$ cat config.mk
export PLATFORM = sky130hd
export DESIGN_NAME = rbus_d2r_mgr
export DESIGN_NICKNAME = d
export VERILOG_FILES = /design/src/rbus_pkg.sv /design/src/rbus_req_sort.sv /design/src/rbus_req_fifo.sv /design/src/rbus_req_bank.sv /design/src/rbus_grant_path.sv /design/src/rbus_d2r_mgr.sv
export SDC_FILE = /design/constraint.sdc
export NUM_CORES = 2
export LEC_CHECK = 0
export ABC_CLOCK_PERIOD_IN_PS = 4300
export BUFFER_PORTS_ARGS = -buffer_cell sky130_fd_sc_hd__buf_2
export CAP_MARGIN = 20
export CORE_ASPECT_RATIO = 0.6
export CORE_MARGIN = 2
export CORE_UTILIZATION = 52
export CTS_CLUSTER_SIZE = 8
export DETAILED_ROUTE_END_ITERATION = 10
export PLACE_DENSITY = 0.74
export SYNTH_ARGS = -nofsm -noshare
export SYNTH_HDL_FRONTEND = slang
export SYNTH_SLANG_ARGS = --single-unit
$ cat constraint.sdc
create_clock -name clk -period 4.3 [get_ports clk]
set_input_delay 0.645 -clock clk [delete_from_list [all_inputs] [get_ports clk]]
set_output_delay 0.645 -clock clk [all_outputs]
set_load 0.02 [all_outputs]
$ cat src/rbus_pkg.sv
package rbus_pkg;

  // --------------------------------------------------
  // ring geometry
  // --------------------------------------------------

  // priority levels, 3 is the highest
  localparam int PRIO_NUM = 4;
  localparam int PRIO_W = 2;

  // device and request id widths
  localparam int DEV_W = 4;
  localparam int RID_W = 4;

  // per-class request queue
  localparam int FIFO_DEPTH = 16;
  localparam int FIFO_AW = 4;

  // ring data word
  localparam int WORD_W = 32;

  // --------------------------------------------------
  // ring types
  // --------------------------------------------------

  // control field that travels beside each word
  // on data words it carries a request, on headers a grant
  typedef struct packed {
    logic              valid;
    // 1 means long packet
    logic              len;
    logic [PRIO_W-1:0] pp;
    logic [DEV_W-1:0]  did;
    logic [RID_W-1:0]  rid;
  } rbus_ctrl_t;

  // header layout, first word of a frame
  typedef struct packed {
    logic              frm_len;
    // kept for format compatibility, grant logic looks at ctrl valid
    logic              frm_used;
    logic [WORD_W-3:0] rsvd;
  } rbus_header_t;

  // header when sof is high, raw payload otherwise
  typedef union packed {
    rbus_header_t      header;
    logic [WORD_W-1:0] raw;
  } rbus_word_t;

  // one queued request, length is implied by the bank
  typedef struct packed {
    logic [PRIO_W-1:0] pri;
    logic [DEV_W-1:0]  dev;
    logic [RID_W-1:0]  rid;
  } rbus_req_t;

endpackage

$ cat src/rbus_req_sort.sv
`timescale 1ns/1ps

module rbus_req_sort (
  input  logic                 clk,
  input  logic                 rst,
  input  logic                 i_sof,
  input  rbus_pkg::rbus_ctrl_t i_ctrl,
  input  logic [3:0]           i_af_s,
  input  logic [3:0]           i_af_l,
  output logic                 o_wr_s,
  output logic                 o_wr_l,
  output rbus_pkg::rbus_req_t  o_req,
  output logic                 o_skip,
  output logic                 o_used
);

  logic is_req;
  logic af_sel;
  logic hdr_used;

  // --------------------------------------------------
  // request detect
  // --------------------------------------------------

  // data word carrying a device request
  assign is_req = !i_sof & i_ctrl.valid;

  // almost-full of the target queue
  // flag already counts a write still in flight
  assign af_sel = i_ctrl.len ? i_af_l[i_ctrl.pp] : i_af_s[i_ctrl.pp];

  // header already taken by an earlier manager or device
  assign hdr_used = i_sof & i_ctrl.valid;

  // --------------------------------------------------
  // decision register
  // --------------------------------------------------

  always_ff @(posedge clk or posedge rst) begin
    if (rst) begin
      o_wr_s <= 1'b0;
      o_wr_l <= 1'b0;
      o_skip <= 1'b0;
      o_used <= 1'b0;
    end else begin
      // accept into the queue of matching length
      o_wr_s <= is_req & !i_ctrl.len & !af_sel;
      o_wr_l <= is_req & i_ctrl.len & !af_sel;
      // queue too full, request stays on the ring
      o_skip <= is_req & af_sel;
      o_used <= hdr_used;
    end
  end

  // request payload, qualified by the strobes
  always_ff @(posedge clk) begin
    o_req.pri <= i_ctrl.pp;
    o_req.dev <= i_ctrl.did;
    o_req.rid <= i_ctrl.rid;
  end

endmodule

$ cat src/rbus_req_fifo.sv
`timescale 1ns/1ps

module rbus_req_fifo (
  input  logic                clk,
  input  logic                rst,
  input  logic                i_wr,
  input  rbus_pkg::rbus_req_t i_req,
  input  logic                i_rd,
  output rbus_pkg::rbus_req_t o_req,
  output logic                o_nempty,
  output logic                o_af,
  output logic                o_err
);

  rbus_pkg::rbus_req_t mem [rbus_pkg::FIFO_DEPTH];

  logic [rbus_pkg::FIFO_AW-1:0] wr_ptr;
  logic [rbus_pkg::FIFO_AW-1:0] rd_ptr;
  logic [rbus_pkg::FIFO_AW-1:0] head_ptr;
  // one extra bit so a full queue is representable
  logic [rbus_pkg::FIFO_AW:0]   count;
  logic [rbus_pkg::FIFO_AW:0]   fill;
  logic [rbus_pkg::FIFO_AW:0]   rd_cnt;
  logic                         full;
  logic                         empty;
  logic                         do_wr;
  logic                         do_rd;

  assign full = (count == rbus_pkg::FIFO_DEPTH);
  assign empty = (count == '0);
  assign do_wr = i_wr & !full;
  assign do_rd = i_rd & !empty;

  // --------------------------------------------------
  // status
  // --------------------------------------------------

  // occupancy plus the write being done this cycle
  assign fill = count + {{rbus_pkg::FIFO_AW{1'b0}}, i_wr};
  assign o_af = (fill >= rbus_pkg::FIFO_DEPTH);

  // head as seen after the pop of this cycle
  // back-to-back headers must not see the same entry twice
  assign rd_cnt = {{rbus_pkg::FIFO_AW{1'b0}}, i_rd};
  assign head_ptr = rd_ptr + {{(rbus_pkg::FIFO_AW-1){1'b0}}, i_rd};
  assign o_nempty = (count > rd_cnt);
  assign o_req = mem[head_ptr];

  // --------------------------------------------------
  // pointers and occupancy
  // --------------------------------------------------

  always_ff @(posedge clk or posedge rst) begin
    if (rst) begin
      wr_ptr <= '0;
      rd_ptr <= '0;
      count <= '0;
      o_err <= 1'b0;
    end else begin
      if (do_wr)
        wr_ptr <= wr_ptr + 1'b1;
      if (do_rd)
        rd_ptr <= rd_ptr + 1'b1;
      if (do_wr && !do_rd)
        count <= count + 1'b1;
      else if (do_rd && !do_wr)
        count <= count - 1'b1;
      // overflow or underflow attempt
      o_err <= (i_wr & full) | (i_rd & empty);
    end
  end

  // storage
  always_ff @(posedge clk) begin
    if (do_wr)
      mem[wr_ptr] <= i_req;
  end

endmodule

$ cat src/rbus_req_bank.sv
`timescale 1ns/1ps

module rbus_req_bank (
  input  logic                clk,
  input  logic                rst,
  input  logic                i_wr,
  input  rbus_pkg::rbus_req_t i_req,
  input  logic                i_ack,
  output logic [3:0]          o_af,
  output logic                o_head_vld,
  output rbus_pkg::rbus_req_t o_head,
  output logic                o_err
);

  rbus_pkg::rbus_req_t heads [rbus_pkg::PRIO_NUM];

  logic [rbus_pkg::PRIO_NUM-1:0] wr;
  logic [rbus_pkg::PRIO_NUM-1:0] rd;
  logic [rbus_pkg::PRIO_NUM-1:0] nempty;
  logic [rbus_pkg::PRIO_NUM-1:0] err;
  logic [rbus_pkg::PRIO_W-1:0]   sel;
  // queue whose head was presented last cycle
  logic [rbus_pkg::PRIO_W-1:0]   sel_q;

  // --------------------------------------------------
  // one queue per priority
  // --------------------------------------------------

  for (genvar p = 0; p < rbus_pkg::PRIO_NUM; p++) begin : g_prio
    // route write by request priority
    assign wr[p] = i_wr & (i_req.pri == (rbus_pkg::PRIO_W)'(p));
    // ack pops the queue granted one cycle ago
    assign rd[p] = i_ack & (sel_q == (rbus_pkg::PRIO_W)'(p));

    rbus_req_fifo u_fifo (
      .clk      (clk),
      .rst      (rst),
      .i_wr     (wr[p]),
      .i_req    (i_req),
      .i_rd     (rd[p]),
      .o_req    (heads[p]),
      .o_nempty (nempty[p]),
      .o_af     (o_af[p]),
      .o_err    (err[p])
    );
  end

  // --------------------------------------------------
  // head select
  // --------------------------------------------------

  // highest nonempty priority wins
  always_comb begin
    sel = '0;
    for (int p = 0; p < rbus_pkg::PRIO_NUM; p++) begin
      if (nempty[p])
        sel = p[rbus_pkg::PRIO_W-1:0];
    end
  end

  assign o_head_vld = |nempty;
  assign o_head = heads[sel];
  assign o_err = |err;

  always_ff @(posedge clk or posedge rst) begin
    if (rst)
      sel_q <= '0;
    else
      sel_q <= sel;
  end

endmodule

$ cat src/rbus_grant_path.sv
`timescale 1ns/1ps

module rbus_grant_path (
  input  logic                 clk,
  input  logic                 rst,
  input  logic                 i_sof,
  input  rbus_pkg::rbus_ctrl_t i_ctrl,
  input  rbus_pkg::rbus_word_t i_bus,
  input  logic                 i_skip,
  input  logic                 i_used,
  input  logic                 i_head_vld_s,
  input  rbus_pkg::rbus_req_t  i_head_s,
  input  logic                 i_head_vld_l,
  input  rbus_pkg::rbus_req_t  i_head_l,
  input  logic                 i_err_s,
  input  logic                 i_err_l,
  output logic                 o_ack_s,
  output logic                 o_ack_l,
  output logic                 o_sof,
  output rbus_pkg::rbus_ctrl_t o_ctrl,
  output rbus_pkg::rbus_word_t o_bus,
  output logic                 o_ff_err
);

  logic                 frm_len;
  logic                 hdr_free;
  logic                 en_s;
  logic                 en_l;
  logic                 s1_sof;
  logic                 s1_en_s;
  logic                 s1_en_l;
  logic                 s1_len;
  rbus_pkg::rbus_ctrl_t s1_ctrl;
  rbus_pkg::rbus_word_t s1_bus;
  rbus_pkg::rbus_req_t  s1_head;
  rbus_pkg::rbus_ctrl_t grant;

  // --------------------------------------------------
  // stage 1, grant enable
  // --------------------------------------------------

  assign frm_len = i_bus.header.frm_len;
  // header with ctrl valid low is free for a grant
  assign hdr_free = i_sof & !i_ctrl.valid;
  assign en_s = hdr_free & !frm_len & i_head_vld_s;
  assign en_l = hdr_free & frm_len & i_head_vld_l;

  always_ff @(posedge clk or posedge rst) begin
    if (rst) begin
      s1_sof <= 1'b0;
      s1_en_s <= 1'b0;
      s1_en_l <= 1'b0;
    end else begin
      s1_sof <= i_sof;
      s1_en_s <= en_s;
      s1_en_l <= en_l;
    end
  end

  // word and head request of the matching bank
  always_ff @(posedge clk) begin
    s1_ctrl <= i_ctrl;
    s1_bus <= i_bus;
    s1_len <= frm_len;
    s1_head <= frm_len ? i_head_l : i_head_s;
  end

  // pop the granted entry
  assign o_ack_s = s1_en_s;
  assign o_ack_l = s1_en_l;

  always_comb begin
    grant = '0;
    if (s1_en_s | s1_en_l) begin
      grant.valid = 1'b1;
      grant.len = s1_len;
      grant.pp = s1_head.pri;
      grant.did = s1_head.dev;
      grant.rid = s1_head.rid;
    end
  end

  // --------------------------------------------------
  // stage 2, output control
  // --------------------------------------------------

  always_ff @(posedge clk or posedge rst) begin
    if (rst) begin
      o_sof <= 1'b0;
      o_ctrl <= '0;
      o_ff_err <= 1'b0;
    end else begin
      o_sof <= s1_sof;
      // skipped request or taken header keeps its ctrl
      if (i_skip || (s1_sof && i_used))
        o_ctrl <= s1_ctrl;
      else if (s1_sof)
        o_ctrl <= grant;
      // accepted requests leave the ring here
      else
        o_ctrl <= '0;
      // sticky queue error
      o_ff_err <= o_ff_err | i_err_s | i_err_l;
    end
  end

  always_ff @(posedge clk) begin
    o_bus <= s1_bus;
  end

endmodule

$ cat src/rbus_d2r_mgr.sv
`timescale 1ns/1ps

module rbus_d2r_mgr (
  input  logic                 clk,
  input  logic                 rst,
  input  logic                 i_sof,
  input  rbus_pkg::rbus_ctrl_t i_ctrl,
  input  rbus_pkg::rbus_word_t i_bus,
  output logic                 o_sof,
  output rbus_pkg::rbus_ctrl_t o_ctrl,
  output rbus_pkg::rbus_word_t o_bus,
  output logic                 o_ff_err
);

  // sorter to banks
  logic                wr_s;
  logic                wr_l;
  rbus_pkg::rbus_req_t req;
  // sorter to grant path
  logic                skip;
  logic                used;
  // bank status
  logic [3:0]          af_s;
  logic [3:0]          af_l;
  logic                head_vld_s;
  logic                head_vld_l;
  rbus_pkg::rbus_req_t head_s;
  rbus_pkg::rbus_req_t head_l;
  logic                err_s;
  logic                err_l;
  // grant path to banks
  logic                ack_s;
  logic                ack_l;

  // --------------------------------------------------
  // request capture
  // --------------------------------------------------

  rbus_req_sort u_sort (
    .clk    (clk),
    .rst    (rst),
    .i_sof  (i_sof),
    .i_ctrl (i_ctrl),
    .i_af_s (af_s),
    .i_af_l (af_l),
    .o_wr_s (wr_s),
    .o_wr_l (wr_l),
    .o_req  (req),
    .o_skip (skip),
    .o_used (used)
  );

  // short packet queues
  rbus_req_bank bank_s (
    .clk        (clk),
    .rst        (rst),
    .i_wr       (wr_s),
    .i_req      (req),
    .i_ack      (ack_s),
    .o_af       (af_s),
    .o_head_vld (head_vld_s),
    .o_head     (head_s),
    .o_err      (err_s)
  );

  // long packet queues
  rbus_req_bank bank_l (
    .clk        (clk),
    .rst        (rst),
    .i_wr       (wr_l),
    .i_req      (req),
    .i_ack      (ack_l),
    .o_af       (af_l),
    .o_head_vld (head_vld_l),
    .o_head     (head_l),
    .o_err      (err_l)
  );

  // --------------------------------------------------
  // grant and output
  // --------------------------------------------------

  rbus_grant_path u_grant (
    .clk          (clk),
    .rst          (rst),
    .i_sof        (i_sof),
    .i_ctrl       (i_ctrl),
    .i_bus        (i_bus),
    .i_skip       (skip),
    .i_used       (used),
    .i_head_vld_s (head_vld_s),
    .i_head_s     (head_s),
    .i_head_vld_l (head_vld_l),
    .i_head_l     (head_l),
    .i_err_s      (err_s),
    .i_err_l      (err_l),
    .o_ack_s      (ack_s),
    .o_ack_l      (ack_l),
    .o_sof        (o_sof),
    .o_ctrl       (o_ctrl),
    .o_bus        (o_bus),
    .o_ff_err     (o_ff_err)
  );

endmodule

==> run_summary.xml <==
<?xml version="1.0" encoding="UTF-8"?>
<metrics>
  <group name="sta">
    <metric name="finalSetupViolations" unit="">0</metric>
    <metric name="max_freq" unit="MHz">269</metric>
    <metric name="finalCritPeriodShare" unit="%">86.4</metric>
    <metric name="tightestPinTransition" unit="ps">1130</metric>
    <metric name="rsz_0062_raised_after_global_routing" unit="">false</metric>
    <metric name="fin_tns_setup" unit="ps">0</metric>
    <metric name="hold_violations" unit="">0</metric>
    <metric name="max_slew_margin" unit="%">24.3</metric>
    <metric name="time_the_worst_path_needs_with_i_o_delays_and_setup" unit="ps">3720</metric>
    <metric name="fin_worst_skew" unit="ps">30.1</metric>
    <metric name="finalHoldWorstSlack" unit="ps">50.8</metric>
    <metric name="final_max_slew_viol_count" unit="">0</metric>
  </group>
  <group name="die">
    <metric name="rows" unit="">96</metric>
    <metric name="initial_core_util" unit="%">52.3</metric>
    <metric name="io_pins" unit="">93</metric>
    <metric name="design.die.area" unit="µm²">117000</metric>
    <metric name="chip_height" unit="µm">266</metric>
    <metric name="die_width" unit="µm">441</metric>
    <metric name="floorplan.core_area" unit="µm²">114000</metric>
  </group>
  <group name="pwr">
    <metric name="power.leakage" unit="µW">0.0240</metric>
    <metric name="report.power.total" unit="µW">40500</metric>
    <metric name="power-per-cell-area" unit="nW/µm²">588</metric>
    <metric name="worst_ir_drop_vdd" unit="mV">0.432</metric>
  </group>
  <group name="placement">
    <metric name="io_buffer_count" unit="">92</metric>
    <metric name="place.gp.congestion" unit="">0.881</metric>
    <metric name="dp_hpwl" unit="µm">90900</metric>
  </group>
  <group name="drt">
    <metric name="viasPerCell" unit="">6.11</metric>
    <metric name="drt_first_iter_violations" unit="">5057</metric>
    <metric name="detail_route.wl_per_cell" unit="µm">26.5</metric>
    <metric name="postRouteAntennaNets" unit="">0</metric>
    <metric name="drc_errors" unit="">0</metric>
    <metric name="drt_first_pass_iters" unit="">8</metric>
    <metric name="via_count" unit="">34800</metric>
    <metric name="postRouteWirelength" unit="µm">151000</metric>
  </group>
  <group name="worst_setup_path">
    <metric name="cp_data_required_time" unit="ps">5000</metric>
    <metric name="critPathCaptureType" unit="">flop</metric>
    <metric name="worst-r2r-setup-slack" unit="ps">580</metric>
    <metric name="critical_path_arrival" unit="ps">4410</metric>
    <metric name="criticalPathCategory" unit="">flop to flop</metric>
    <metric name="cp_max_fo" unit="">16</metric>
    <metric name="r2r_end" unit="">u_grant.s1_head[3]</metric>
    <metric name="critical_path.startpoint_type" unit="">flop</metric>
    <metric name="worst_r2r_startpoint" unit="">u_grant.o_ack_s</metric>
    <metric name="rr_worst_depth" unit="">9</metric>
  </group>
  <group name="min_path">
    <metric name="holdPathEnd" unit="">u_grant.s1_ctrl[10]</metric>
    <metric name="whs_path_depth" unit="">1</metric>
    <metric name="timing.hold.worst.start" unit="">i_ctrl[10]</metric>
    <metric name="timing.hold.worst.class" unit="">primary input to flop</metric>
  </group>
  <group name="flow_run">
    <metric name="drv.max_cap_violation_count" unit="">0</metric>
  </group>
  <group name="synth">
    <metric name="ys_types" unit="">54</metric>
    <metric name="synth.cell_area" unit="µm²">59600</metric>
    <metric name="fraction_of_registers_with_async_set_or_reset_after_synthesis" unit="%">9.12</metric>
    <metric name="synth-main-ff-cell" unit="">edfxtp_1</metric>
    <metric name="synth_seq_area_share" unit="%">73.2</metric>
    <metric name="yosysWarningCount" unit="">0</metric>
    <metric name="synth-edff-count" unit="">1280</metric>
    <metric name="synth_fp_nets" unit="">3866</metric>
    <metric name="syn-mean-instance-area" unit="µm²">16.0</metric>
    <metric name="synthCells" unit="">3723</metric>
    <metric name="postSynthRegisterBits" unit="">1503</metric>
  </group>
  <group name="clock_network">
    <metric name="post-cts-setup-buffers" unit="">0</metric>
    <metric name="clk_transition_reported_paths" unit="ps">50</metric>
    <metric name="total_clock_buffers_created_by_cts" unit="">206</metric>
    <metric name="tritoncts_clock_tree" unit="">built</metric>
    <metric name="worst_skew_pair.late_latency" unit="ps">810</metric>
    <metric name="cts-root-to-sink-buffers" unit="">3</metric>
    <metric name="clock-sinks" unit="">1503</metric>
    <metric name="cts_resized" unit="">0</metric>
    <metric name="cts.htree.levels" unit="">4</metric>
    <metric name="root_buffer" unit="">clkbuf_16</metric>
    <metric name="hold_buffers" unit="">40</metric>
  </group>
  <group name="cells_and_area">
    <metric name="layout-area-overhead-vs-synth" unit="%">15.6</metric>
    <metric name="drive_above_1_share" unit="%">16.4</metric>
    <metric name="fill_cells" unit="">7977</metric>
    <metric name="final_common_cell" unit="">edfxtp_1</metric>
    <metric name="register_area" unit="µm²">43600</metric>
    <metric name="layout_common_cells" unit="">edfxtp_1 (1280), nand2_1 (584), clkbuf_16 (209)</metric>
    <metric name="multiInputGateArea" unit="µm²">15200</metric>
    <metric name="utilization_after_layout" unit="%">60.4</metric>
    <metric name="finish.net_count" unit="">4171</metric>
  </group>
  <group name="global_routing">
    <metric name="grt_antenna_before_repair" unit="">10</metric>
    <metric name="first_global_vias" unit="">33600</metric>
    <metric name="grt_pass1_wl" unit="µm">224000</metric>
    <metric name="grt_use_total" unit="%">26.0</metric>
    <metric name="grt_remaining_overflow" unit="">0</metric>
    <metric name="maximum_number_of_pins_on_one_net_before_global_route_repair" unit="">98</metric>
  </group>
  <group name="status">
    <metric name="run_status" unit="">finished, final reports clean</metric>
  </group>
</metrics>
[where the power goes]
group / leakage (µW) / switching, µW / internal, µW
clock network: 0.00283 / 6080 / 9030
logic: 0.00721 / 4990 / 3400
registers: 0.0140 / 692 / 16300
[worst max-delay path by stage]
stage                                                  end  cells past startpoint  slack, ps          startpoint
final                                   u_grant.s1_head[3]                      9        580     u_grant.o_ack_s
after global routing                    u_grant.s1_head[2]                      9        330     u_grant.o_ack_s
after CTS                               u_grant.s1_head[3]                      9        550     u_grant.o_ack_s
after detailed placement                u_grant.s1_head[3]                      9        590     u_grant.o_ack_s
after global placement                  u_grant.s1_head[6]                      9        600     u_grant.o_ack_s
after floorplan           bank_s.g_prio[1].u_fifo.count[4]                     11         90  u_grant.s1_ctrl[8]
[area by class of cell]
type | instances | area share, %
repair buffers | 266 | 2.96
well taps | 1519 | 2.76
diodes | 1 | 0.00363
multi-input cells | 1997 | 22.0
flip-flops and latches | 1503 | 63.3
clock inverters | 13 | 0.292
inverters | 54 | 0.300
clock buffers | 346 | 8.34
[metal layers]
metal  up-vias  share of wire, %  GRT usage (%)
li1      14800                 -              -
met3       212                13           7.56
met4         6               1.9           6.93
met2      2136                42           34.5
met1     17700                43           41.5
met5         -             0.027              0
[critical path, stage by stage, from the launching register on]
cell and delay [ps]:
dfrtp_1 440, and3_1 270, ha_2 710, buf_4 380
mux4_2 550, mux2i_1 150, a211oi_1 110, a31oi_1 230
nand3_1 390, o22a_1 340
[through the flow]
stage / instance area, µm² / instances / worst slack (ps)
after global placement: 62500 / 5292 / 600
after detailed placement: 62500 / 5292 / 594
final: 68900 / 5699 / 583
after global routing: 68900 / 5698 / 331
after CTS: 68800 / 5691 / 555
after floorplan: 59600 / 3723 / 92.8
[registers in the layout, summed over array words and instances (netlist names), 16 cells and up]
register and cells:
bank_l.g_prio.u_fifo.mem 640, bank_s.g_prio.u_fifo.mem 640, u_grant.o_bus 32, u_grant.s1_bus 32, bank_l.g_prio.u_fifo.count 20, bank_s.g_prio.u_fifo.count 20
bank_l.g_prio.u_fifo.rd_ptr 16, bank_l.g_prio.u_fifo.wr_ptr 16, bank_s.g_prio.u_fifo.rd_ptr 16, bank_s.g_prio.u_fifo.wr_ptr 16
[kinds of logic after synthesis]
family	count (synthesis)	share of synthesized area, %
flops	1503	73.2
simple gates	1177	9.01
mux	286	8.71
fa+ha+maj	96	2.12
xor+xnor	122	1.87
compound gates	316	3.60
buf+inv	223	1.53
[cells in the mapped netlist (all sizes together), types with 2 or more instances]
library cell | number | area [µm²]
nor3 | 38 | 190
xor2 | 34 | 298
a21o | 18 | 135
a31oi | 85 | 532
a32oi | 62 | 543
dfrtp | 137 | 3430
xnor2 | 88 | 816
o211ai | 5 | 37.5
a211oi | 23 | 173
fa | 8 | 160
ha | 88 | 1100
o41ai | 2 | 17.5
mux4 | 184 | 4140
and3 | 7 | 43.8
and3b | 3 | 26.3
nor2 | 131 | 492
or3 | 4 | 25.0
o21a | 2 | 15.0
dfxtp | 86 | 1720
o21bai | 3 | 22.5
clkbuf | 109 | 409
or4 | 8 | 60.1
buf | 60 | 302
nand2 | 584 | 2190
a21oi | 42 | 210
o21ai | 50 | 250
mux2i | 81 | 811
nor3b | 3 | 22.5
nand3 | 193 | 966
mux2 | 21 | 236
and2 | 91 | 569
a22o | 11 | 96.3
o22a | 10 | 87.6
nand4 | 40 | 250
edfxtp | 1280 | 38400
nor2b | 16 | 100
inv | 54 | 203
nor4 | 20 | 131
nand2b | 19 | 119
nor4b | 6 | 52.6
nand3b | 10 | 87.6
or3b | 3 | 26.3
Power figures use the tool's default switching activity.
